--- src/rv_core_pkg.sv ---
// rv32i core shared types
`default_nettype none

package rv_core_pkg;

  // major opcodes of the supported rv32i subset
  typedef enum logic [6:0] {
    opc_op     = 7'b0110011,
    opc_op_imm = 7'b0010011,
    opc_lui    = 7'b0110111,
    opc_auipc  = 7'b0010111,
    opc_jal    = 7'b1101111,
    opc_jalr   = 7'b1100111,
    opc_branch = 7'b1100011,
    opc_load   = 7'b0000011,
    opc_store  = 7'b0100011
  } opcode_t;

  typedef enum logic [3:0] {
    st_idle, st_fetch, st_fetch_wait, st_decode,
    st_reg_reg, st_reg_imm, st_lui, st_auipc,
    st_jal, st_branch, st_jalr, st_load,
    st_load_wait, st_store, st_store_wait, st_halt
  } ctrl_state_t;

  // encoded in funct3 order so op and op_imm pass funct3 straight through
  typedef enum logic [2:0] {
    alu_add, alu_sll, alu_slt, alu_sltu,
    alu_xor, alu_srl, alu_or, alu_and
  } alu_op_t;

  typedef enum logic [1:0] {
    wb_alu, wb_memory, wb_pc_plus_4
  } wb_src_t;

  typedef struct packed {
    logic zero;
    logic negative;
    logic carry_out;
    logic overflow;
  } alu_flags_t;

  typedef struct packed {
    // 1 selects pc
    logic    alua_src;
    // 1 selects immediate
    logic    alub_src;
    alu_op_t alu_op;
    logic    sub;
    logic    arithmetic;
    // 1 takes the jump target from the alu (jalr)
    logic    alupc_src;
    logic    pc_src;
    logic    pc_en;
    wb_src_t wb_src;
    logic    wr_reg_en;
    logic    ir_en;
    logic    mem_addr_src;
  } ctrl_t;

  typedef struct packed {
    opcode_t    opcode;
    logic [2:0] funct3;
    logic       funct7_5;
  } decode_t;

endpackage

`default_nettype wire

--- src/alu.sv ---
// 32-bit alu with flags
`timescale 1ns/100ps
`default_nettype none

module alu
  import rv_core_pkg::*;
(
  input  logic [31:0] a,
  input  logic [31:0] b,
  input  alu_op_t     op,
  input  logic        sub,
  input  logic        arithmetic,
  output logic [31:0] result,
  output alu_flags_t  flags
);

  logic [31:0] b_eff;
  logic [32:0] sum;
  logic [32:0] diff;
  logic        diff_ovf;
  logic [4:0]  shamt;
  logic [31:0] sra_result;

  // sub turns the adder into a - b
  assign b_eff = sub ? ~b : b;
  assign sum   = {1'b0, a} + {1'b0, b_eff} + {32'b0, sub};

  // slt and sltu compare regardless of sub
  assign diff     = {1'b0, a} + {1'b0, ~b} + 33'd1;
  assign diff_ovf = (a[31] != b[31]) && (diff[31] != a[31]);

  assign shamt      = b[4:0];
  assign sra_result = $signed(a) >>> shamt;

  always_comb begin
    case (op)
      alu_add:  result = sum[31:0];
      alu_sll:  result = a << shamt;
      alu_slt:  result = {31'b0, diff[31] ^ diff_ovf};
      alu_sltu: result = {31'b0, ~diff[32]};
      alu_xor:  result = a ^ b;
      alu_srl:  result = arithmetic ? sra_result : a >> shamt;
      alu_or:   result = a | b;
      alu_and:  result = a & b;
      default:  result = sum[31:0];
    endcase
  end

  assign flags.zero      = (sum[31:0] == 32'b0);
  assign flags.negative  = sum[31];
  assign flags.carry_out = sum[32];
  assign flags.overflow  = (a[31] == b_eff[31]) && (sum[31] != a[31]);

endmodule

`default_nettype wire

--- src/register_file.sv ---
// 32 x 32 register file
`timescale 1ns/100ps
`default_nettype none

module register_file (
  input  logic        clock,
  input  logic        reset,
  input  logic [4:0]  rs1_addr,
  input  logic [4:0]  rs2_addr,
  input  logic [4:0]  rd_addr,
  input  logic [31:0] rd_data,
  input  logic        wr_en,
  output logic [31:0] rs1_data,
  output logic [31:0] rs2_data
);

  logic [31:0] regs [32];

  // x0 is never written, so it stays at its reset value of zero
  always_ff @(posedge clock or posedge reset) begin
    if (reset) begin
      for (int i = 0; i < 32; i++) begin
        regs[i] <= 32'b0;
      end
    end else if (wr_en && rd_addr != 5'd0) begin
      regs[rd_addr] <= rd_data;
    end
  end

  assign rs1_data = regs[rs1_addr];
  assign rs2_data = regs[rs2_addr];

endmodule

`default_nettype wire

--- src/control_unit.sv ---
// multicycle control unit
`timescale 1ns/100ps
`default_nettype none

module control_unit
  import rv_core_pkg::*;
(
  input  logic        clock,
  input  logic        reset,
  input  logic        mem_busy,
  input  decode_t     decode,
  input  alu_flags_t  flags,
  output logic        mem_rd_en,
  output logic        mem_wr_en,
  output logic [3:0]  mem_byte_en,
  output ctrl_t       ctrl,
  output logic        halted
);

  ctrl_state_t state;
  ctrl_state_t next_state;
  logic        cond;
  logic        branch_taken;
  logic [3:0]  width_byte_en;

  always_ff @(posedge clock or posedge reset) begin
    if (reset) begin
      state <= st_idle;
    end else begin
      state <= next_state;
    end
  end

  // funct3[0] inverts beq/blt/bltu into bne/bge/bgeu
  assign cond = decode.funct3[2] ?
                (decode.funct3[1] ? ~flags.carry_out : flags.negative ^ flags.overflow) :
                flags.zero;
  assign branch_taken = cond ^ decode.funct3[0];

  // access width, always from the low lanes
  always_comb begin
    case (decode.funct3[1:0])
      2'b00:   width_byte_en = 4'b0001;
      2'b01:   width_byte_en = 4'b0011;
      default: width_byte_en = 4'b1111;
    endcase
  end

  always_comb begin
    next_state  = state;
    mem_rd_en   = 1'b0;
    mem_wr_en   = 1'b0;
    mem_byte_en = 4'b0000;
    ctrl        = '0;
    ctrl.alu_op = alu_add;
    ctrl.wb_src = wb_alu;

    case (state)
      st_idle: next_state = st_fetch;

      st_fetch: begin
        mem_rd_en   = 1'b1;
        mem_byte_en = 4'b1111;
        if (mem_busy) next_state = st_fetch_wait;
      end

      st_fetch_wait: begin
        mem_byte_en = 4'b1111;
        mem_rd_en   = mem_busy;
        if (!mem_busy) begin
          ctrl.ir_en = 1'b1;
          next_state = st_decode;
        end
      end

      st_decode: begin
        case (decode.opcode)
          opc_op:     next_state = st_reg_reg;
          opc_op_imm: next_state = st_reg_imm;
          opc_lui:    next_state = st_lui;
          opc_auipc:  next_state = st_auipc;
          opc_jal:    next_state = st_jal;
          opc_jalr:   next_state = st_jalr;
          opc_branch: next_state = st_branch;
          opc_load:   next_state = st_load;
          opc_store:  next_state = st_store;
          default:    next_state = st_halt;
        endcase
      end

      st_reg_reg: begin
        ctrl.alu_op     = alu_op_t'(decode.funct3);
        ctrl.sub        = decode.funct7_5;
        ctrl.arithmetic = decode.funct7_5;
        ctrl.wr_reg_en  = 1'b1;
        ctrl.pc_en      = 1'b1;
        next_state      = st_fetch;
      end

      st_reg_imm: begin
        ctrl.alub_src   = 1'b1;
        ctrl.alu_op     = alu_op_t'(decode.funct3);
        // only srai carries funct7 bit 5 in its immediate
        ctrl.arithmetic = decode.funct7_5 & (decode.funct3 == 3'b101);
        ctrl.wr_reg_en  = 1'b1;
        ctrl.pc_en      = 1'b1;
        next_state      = st_fetch;
      end

      st_lui, st_auipc: begin
        ctrl.alua_src  = (state == st_auipc);
        ctrl.alub_src  = 1'b1;
        ctrl.wr_reg_en = 1'b1;
        ctrl.pc_en     = 1'b1;
        next_state     = st_fetch;
      end

      st_jal, st_jalr: begin
        ctrl.alub_src  = 1'b1;
        ctrl.alupc_src = (state == st_jalr);
        ctrl.pc_src    = 1'b1;
        ctrl.wb_src    = wb_pc_plus_4;
        ctrl.wr_reg_en = 1'b1;
        ctrl.pc_en     = 1'b1;
        next_state     = st_fetch;
      end

      st_branch: begin
        ctrl.sub    = 1'b1;
        ctrl.pc_src = branch_taken;
        ctrl.pc_en  = 1'b1;
        next_state  = st_fetch;
      end

      st_load, st_load_wait: begin
        ctrl.mem_addr_src = 1'b1;
        ctrl.alub_src     = 1'b1;
        ctrl.wb_src       = wb_memory;
        mem_byte_en       = width_byte_en;
        if (state == st_load) begin
          mem_rd_en = 1'b1;
          if (mem_busy) next_state = st_load_wait;
        end else begin
          mem_rd_en = mem_busy;
          if (!mem_busy) begin
            ctrl.wr_reg_en = 1'b1;
            ctrl.pc_en     = 1'b1;
            next_state     = st_fetch;
          end
        end
      end

      st_store, st_store_wait: begin
        ctrl.mem_addr_src = 1'b1;
        ctrl.alub_src     = 1'b1;
        mem_byte_en       = width_byte_en;
        if (state == st_store) begin
          mem_wr_en = 1'b1;
          if (mem_busy) next_state = st_store_wait;
        end else begin
          mem_wr_en = mem_busy;
          if (!mem_busy) begin
            ctrl.pc_en = 1'b1;
            next_state = st_fetch;
          end
        end
      end

      st_halt: next_state = st_halt;

      default: next_state = st_halt;
    endcase
  end

  assign halted = (state == st_halt);

endmodule

`default_nettype wire

--- src/datapath.sv ---
// shared multicycle datapath
`timescale 1ns/100ps
`default_nettype none

module datapath
  import rv_core_pkg::*;
#(
  parameter logic [31:0] RESET_PC = 32'h0000_0000
) (
  input  logic        clock,
  input  logic        reset,
  input  ctrl_t       ctrl,
  input  logic [31:0] mem_rdata,
  output decode_t     decode,
  output alu_flags_t  flags,
  output logic [31:0] mem_addr,
  output logic [31:0] mem_wdata
);

  logic [31:0] pc;
  logic [31:0] ir;
  logic [31:0] pc_plus_4;
  logic [31:0] imm_i;
  logic [31:0] imm_s;
  logic [31:0] imm_b;
  logic [31:0] imm_u;
  logic [31:0] imm_j;
  logic [31:0] imm;
  logic [4:0]  rs1_addr;
  logic [31:0] rs1_data;
  logic [31:0] rs2_data;
  logic [31:0] alu_a;
  logic [31:0] alu_b;
  logic [31:0] alu_result;
  logic [31:0] branch_target;
  logic [31:0] next_pc;
  logic [31:0] load_data;
  logic [31:0] wb_data;
  opcode_t     opcode;

  always_ff @(posedge clock or posedge reset) begin
    if (reset) begin
      pc <= RESET_PC;
      ir <= 32'b0;
    end else begin
      if (ctrl.pc_en) pc <= next_pc;
      if (ctrl.ir_en) ir <= mem_rdata;
    end
  end

  assign opcode          = opcode_t'(ir[6:0]);
  assign decode.opcode   = opcode;
  assign decode.funct3   = ir[14:12];
  assign decode.funct7_5 = ir[30];

  assign imm_i = {{20{ir[31]}}, ir[31:20]};
  assign imm_s = {{20{ir[31]}}, ir[31:25], ir[11:7]};
  assign imm_b = {{19{ir[31]}}, ir[31], ir[7], ir[30:25], ir[11:8], 1'b0};
  assign imm_u = {ir[31:12], 12'b0};
  assign imm_j = {{11{ir[31]}}, ir[31], ir[19:12], ir[20], ir[30:21], 1'b0};

  always_comb begin
    case (opcode)
      opc_store:          imm = imm_s;
      opc_branch:         imm = imm_b;
      opc_lui, opc_auipc: imm = imm_u;
      opc_jal:            imm = imm_j;
      default:            imm = imm_i;
    endcase
  end

  // lui reuses rs1 + imm with rs1 forced to x0
  assign rs1_addr = (opcode == opc_lui) ? 5'd0 : ir[19:15];

  register_file u_register_file (
    .clock    (clock),
    .reset    (reset),
    .rs1_addr (rs1_addr),
    .rs2_addr (ir[24:20]),
    .rd_addr  (ir[11:7]),
    .rd_data  (wb_data),
    .wr_en    (ctrl.wr_reg_en),
    .rs1_data (rs1_data),
    .rs2_data (rs2_data)
  );

  assign alu_a = ctrl.alua_src ? pc : rs1_data;
  assign alu_b = ctrl.alub_src ? imm : rs2_data;

  alu u_alu (
    .a          (alu_a),
    .b          (alu_b),
    .op         (ctrl.alu_op),
    .sub        (ctrl.sub),
    .arithmetic (ctrl.arithmetic),
    .result     (alu_result),
    .flags      (flags)
  );

  assign pc_plus_4     = pc + 32'd4;
  assign branch_target = pc + imm;
  assign next_pc = !ctrl.pc_src   ? pc_plus_4 :
                   ctrl.alupc_src ? {alu_result[31:1], 1'b0} : branch_target;

  always_comb begin
    case (decode.funct3)
      3'b000:  load_data = {{24{mem_rdata[7]}}, mem_rdata[7:0]};
      3'b001:  load_data = {{16{mem_rdata[15]}}, mem_rdata[15:0]};
      3'b100:  load_data = {24'b0, mem_rdata[7:0]};
      3'b101:  load_data = {16'b0, mem_rdata[15:0]};
      default: load_data = mem_rdata;
    endcase
  end

  always_comb begin
    case (ctrl.wb_src)
      wb_memory:    wb_data = load_data;
      wb_pc_plus_4: wb_data = pc_plus_4;
      default:      wb_data = alu_result;
    endcase
  end

  assign mem_addr  = ctrl.mem_addr_src ? alu_result : pc;
  assign mem_wdata = rs2_data;

endmodule

`default_nettype wire

--- src/rv_core.sv ---
// rv32i multicycle core
`timescale 1ns/100ps
`default_nettype none

module rv_core
  import rv_core_pkg::*;
#(
  parameter logic [31:0] RESET_PC = 32'h0000_0000
) (
  input  logic        clock,
  input  logic        reset,
  input  logic        mem_busy,
  input  logic [31:0] mem_rdata,
  output logic        mem_rd_en,
  output logic        mem_wr_en,
  output logic [3:0]  mem_byte_en,
  output logic [31:0] mem_addr,
  output logic [31:0] mem_wdata,
  output logic        halted
);

  ctrl_t      ctrl;
  decode_t    decode;
  alu_flags_t flags;

  control_unit u_control_unit (
    .clock       (clock),
    .reset       (reset),
    .mem_busy    (mem_busy),
    .decode      (decode),
    .flags       (flags),
    .mem_rd_en   (mem_rd_en),
    .mem_wr_en   (mem_wr_en),
    .mem_byte_en (mem_byte_en),
    .ctrl        (ctrl),
    .halted      (halted)
  );

  datapath #(
    .RESET_PC (RESET_PC)
  ) u_datapath (
    .clock     (clock),
    .reset     (reset),
    .ctrl      (ctrl),
    .mem_rdata (mem_rdata),
    .decode    (decode),
    .flags     (flags),
    .mem_addr  (mem_addr),
    .mem_wdata (mem_wdata)
  );

endmodule

`default_nettype wire

--- config.mk ---
export PLATFORM = sky130hd
export DESIGN_NAME = rv_core
export DESIGN_NICKNAME = d
export VERILOG_FILES = /design/src/rv_core_pkg.sv /design/src/alu.sv /design/src/register_file.sv /design/src/control_unit.sv /design/src/datapath.sv /design/src/rv_core.sv
export SDC_FILE = /design/constraint.sdc
export NUM_CORES = 2
export LEC_CHECK = 0
export BUFFER_PORTS_ARGS = -buffer_cell sky130_fd_sc_hd__buf_2
export CAP_MARGIN = 20
export CORE_MARGIN = 2
export CORE_UTILIZATION = 58
export DETAILED_ROUTE_END_ITERATION = 10
export MAX_ROUTING_LAYER = met4
export PLACE_DENSITY = 0.78
export SLEW_MARGIN = 10
export SYNTH_ARGS = -nofsm -noshare
export SYNTH_HDL_FRONTEND = slang
export SYNTH_SLANG_ARGS = --single-unit
export TNS_END_PERCENT = 100
--- constraint.sdc ---
create_clock -name clock -period 43.6 [get_ports clock]
set_input_delay 13.08 -clock clock [delete_from_list [all_inputs] [get_ports clock]]
set_output_delay 13.08 -clock clock [all_outputs]
set_load 0.02 [all_outputs]
==> After elaboration in Yosys (flattened, before gate mapping) <==
Cells that the tools add are included.
{ "totals": {"out_inout_bits": 71, "word_cells": 182, "regBits": 1092, "input_bits": 35} }
{ "classes": {"addsub": 6, "magnitude_cmp": 4, "n_bitwise": 13, "n_reduce_logical": 23, "eq_ne": 45, "muxes": 53, "shifts": 3} }
{ "ops": {"columns": ["operator", "n"], "rows": [
  ["1024-bit bitwise mux", 1],
  ["32-bit 2-to-1 mux", 12],
  ["32-bit binary-select mux with 5-bit select", 2],
  ["32-bit one-hot mux with 8 select lines", 1],
  ["32-bit demux with 5-bit select", 1],
  ["32-bit one-hot mux with 4 select lines", 1],
  ["31-bit one-hot mux with 4 select lines", 1],
  ["32-bit by 32-bit adder with 33-bit output", 2],
  ["32-bit one-hot mux with 2 select lines", 1],
  ["4-bit one-hot mux with 9 select lines", 1],
  ["33-bit by 1-bit adder with 33-bit output", 1],
  ["33-bit by 1-bit adder with 33-bit output, second input constant", 1],
  ["32-bit by 3-bit adder with 32-bit output, second input constant", 1],
  ["32-bit adder", 1],
  ["32-bit bitwise AND", 1],
  ["4-bit == test, second input constant", 8],
  ["32-bit zero test", 1],
  ["32-bit inverter", 1],
  ["32-bit OR", 1],
  ["32-bit by 5-bit << shifter with 32-bit output", 1],
  ["32-bit by 5-bit right shift with 32-bit output", 1],
  ["32-bit by 5-bit >>> shifter with 32-bit output", 1],
  ["32-bit XOR", 1],
  ["4-bit 2-to-1 mux", 7],
  ["other kinds (42)", 97]
]} }

==> Longest topological paths before layout <==
{ "logic_depth": {"word_depth": 17, "depth_mapped": 34, "depth_no_buf": 28} }

==> Hierarchy <==
A second synthesis with hierarchy kept.
{ "unflattened": {"hier_cells": 6920, "area_unflattened_um2": 73040.1} }
{ "by_module_without_submodules": {"columns": ["module", "area_each_um2", "cells_per_inst", "seq_area_each_um2", "instances"], "rows": [
  ["register_file", 55951.2, 4602, 25624.6, 1],
  ["alu", 8638.3, 1242, 0.0, 1],
  ["datapath", 7727.4, 965, 1601.5, 1],
  ["control_unit", 723.2, 111, 100.1, 1]
]} }

==> Worst setup path after synthesis <==
OpenSTA, ideal clock, no wires.
{ "synth_timing": {"path_kind": "input -> output", "from": "input mem_busy", "to": "output mem_rd_en", "arrival_time_ns": 14.000, "required_ns": 30.520, "stages": 3, "n_path_buf": 1, "path_slack_ns": 16.520, "cell_sequence": "clkbuf_1 > a21oi_1 > o31ai_1"} }
{ "synth_between": {"elab_chain_cells": 2} }
{ "synth_lines": {"columns": ["item", "line_no", "source"], "rows": [
  ["start, declared", "rv_core.sv:12", "input logic mem_busy,"],
  ["1-bit 2-to-1 mux", "control_unit.sv:140", "if (state == st_load) begin"],
  ["1-bit one-hot mux with 3 select lines *", "control_unit.sv:58", "case (state)"],
  ["end, declared", "rv_core.sv:14", "output logic mem_rd_en,"]
]} }
Mark *: on every way between the ends. The rest lies on a longest branch, timed or not.

==> Worst setup path after layout <==
Ends and elaborated chain as after synthesis.

==> metrics.txt <==
status completed; Worst Setup SP mem_busy; number of I/O port buffers between 100 and 150; clock root buffer master clkbuf_16; area growth from synthesis to layout 7.723%; Crit. End Element output port; Resize count post-CTS 0; Synth Flop Type dfrtp_1; post-synthesis sequential area ratio between 30% and 40%; Row Count 127; initial antenna violation count 12; hold crit path type flip-flop to flip-flop; skew final ~0.041 ns; synth cell count leaders dfrtp_1, nand2_1, o21ai_0, mux2_2, clkbuf_1; Area contributors post-synth dfrtp_1, mux4_2, mux2_2, o21ai_0, mux2i_1; First DRT Iteration DRCs ~9,400; nets roughly 6,800; Clock Pin Slew Worst Setup and Hold Paths 0.06 ns; core area 120,000 um2; Synth Warn # 0; Max Fclk roughly 0.037 GHz; layout cells sized above 1 around 23%; routed vias 61,337; CTS sink count around 1,100; CP Data Arrival Time 14.01 ns; drt pass-1 iters 7; worst rel slew slack between 10 and 15%; Min-Delay Startpoint u_datapath.u_register_file.regs[1008]; first-pass GRT wire length around 400,000 um; vias per inst approximately 7.4; Filler cells just over 9,000; Worst EP required a little over 30 ns; Synth Instances a little under 7,000; I/O Pins around 110; placer congestion estimate around 1.1; count of different cell masters after synthesis between 100 and 150; Critical Path Start Type input pin; vias in the first global route between 60,000 and 70,000; drt total wl between 200,000 and 300,000 um; post-synth top area share between 30% and 40%; post-CTS setup buffer count 0; largest net degree at the start of global routing approximately 160; total negative slack 0 ns; slew at the pin closest to its max-slew limit 1.270 ns; post-route clock period utilization between 60 and 70%; hold buffer count at CTS 0; clk_lat worst skew a little under 0.8 ns; most common cell in the synthesized netlist dfrtp_1; HPWL Detailed around 180,000 um; Max Cap Viol 0; Detail Route Antenna Nets 0; total CTS buffers roughly 110; Hold Violations, Final 0; Die Y 351.9 um; routed len/inst about 34 um; crit path time final between 20 and 30 ns; GRT Util Overall a little under half; Die Area approximately 120,000 um2; Mapped Area between 70,000 and 80,000 um2; crit-path max FO 10; Synth area leader dfrtp_1; Max Slew Vio Count 0; CTS tree built; DIE WIDTH between 300 and 400 um; Post-synth EDFFs 0; Final Setup Violations 0; CTS H-Tree Depth 3; DRC Markers 0; kind of critical path input pin to output port; Clock Path Buffers 3; total congestion overflow 0; asr flop ratio synth 100.0%; flops & latches, synth 1,092; R2R Path Start u_datapath.ir[20]; Initial Util approximately 60%; syn_area_per_cell 10.24 um2; Syn Nets around 7,000; unrepaired setup endpoints after global routing false
-- cells by family (layout without fill, tap and decap cells) --
| logic type | after synthesis | count (layout) | share of synthesized area (%) |
|---|---|---|---|
| simple gates | 1474 | 1474 | 8.954 |
| compound gates | 1863 | 1863 | 17.13 |
| buf+inv | 866 | 687 | 5.104 |
| other cells | 0 | 19 | 0 |
| flops | 1092 | 1092 | 38.93 |
| xor+xnor | 106 | 106 | 1.323 |
| fa+ha+maj | 165 | 165 | 2.974 |
| mux | 1288 | 1288 | 25.58 |
-- stage by stage --
step	instances	setup WS, ns	utilization (%)	cell area (um2)	hold slack (ns)
floorplan	6854	15.45	-	70190	0.4461
global placement	8074	16.46	59.73	71660	0.3826
detailed placement	8075	16.55	59.74	71680	0.3858
CTS	8278	16.54	62.82	75360	0.4018
global route	8303	16.49	63.01	75600	0.4070
finish	8306	16.51	63.02	75610	0.4037
-- worst paths after layout --
kind / endpoint / slack (ns) / cells past startpoint
worst max-delay path: mem_rd_en / 16.51 / 6
worst min-delay path: u_datapath.u_register_file.regs[1008] / 0.40 / 0
worst max register to register: u_datapath.pc[19] / 32.35 / 26
worst min register to register: u_datapath.u_register_file.regs[1008] / 0.40 / 0
max in group asynchronous: u_datapath.u_register_file.regs[316] / 28.16 / 6
min in group asynchronous: u_datapath.u_register_file.regs[559] / 12.48 / 2
-- layout make-up --
class                      instances  area (um2)  area share (%)
multi-input combinational       4896       39600           52.38
sequential                      1092       27360           36.18
clock buffer                     165        3232           4.275
timing repair buffer             298        2197           2.906
tap                             1612        2017           2.668
inverter                         186       701.9          0.9284
clock inverter                    38       455.4          0.6024
antenna                           19       47.55         0.06289
-- cell usage in the layout (no fill, tap or decap), types with 19 or more instances in the layout --
cell type | netlist | routed
a2111oi_0 | 20 | 20
a211oi_1 | 86 | 85
a21o_1 | 105 | 104
a21oi_1 | 254 | 238
a221oi_1 | 180 | 180
a22oi_1 | 31 | 31
a31oi_1 | 25 | 24
and2_1 | 27 | 25
and3_1 | 25 | 25
buf_2 | 141 | 105
buf_4 | 27 | 177
clkbuf_1 | 448 | 30
clkbuf_16 | 0 | 112
clkbuf_8 | 0 | 23
dfrtp_1 | 1092 | 1084
diode_2 | 0 | 19
ha_1 | 162 | 161
inv_1 | 180 | 178
mux2_2 | 586 | 586
mux2i_1 | 356 | 356
mux4_2 | 346 | 346
nand2_1 | 893 | 865
nand2_2 | 1 | 28
nand2b_1 | 23 | 23
nand3_1 | 56 | 55
nand4_1 | 28 | 28
nor2_1 | 282 | 270
nor2b_1 | 38 | 38
nor3_1 | 33 | 32
o211ai_1 | 42 | 42
o21ai_0 | 726 | 722
o21ai_1 | 22 | 19
o221ai_1 | 40 | 40
o22ai_1 | 104 | 102
xnor2_1 | 76 | 76
xor2_1 | 30 | 30
-- worst max-delay path, cell delays in order --
cell	delay, ns
buf_2	0.20
nand2_1	0.10
nor3_1	0.17
o21ai_0	0.11
o31ai_1	0.13
buf_2	0.22
-- registers in the layout (all words and copies together), names as in the netlist --
signal                           count
u_datapath.u_register_file.regs   1024
u_datapath.ir                       32
u_datapath.pc                       32
u_control_unit.state                 4
-- metal layers --
metal / part of all wire (%) / track usage [%]
met1: 35 / 55.18
met4: 9.4 / 35.36
met5: 0 / -
met3: 14 / 16.10
met2: 42 / 63.57
Power is not shown: default switching activity piles up to over one toggle a cycle in this logic, so the estimate is an artifact.
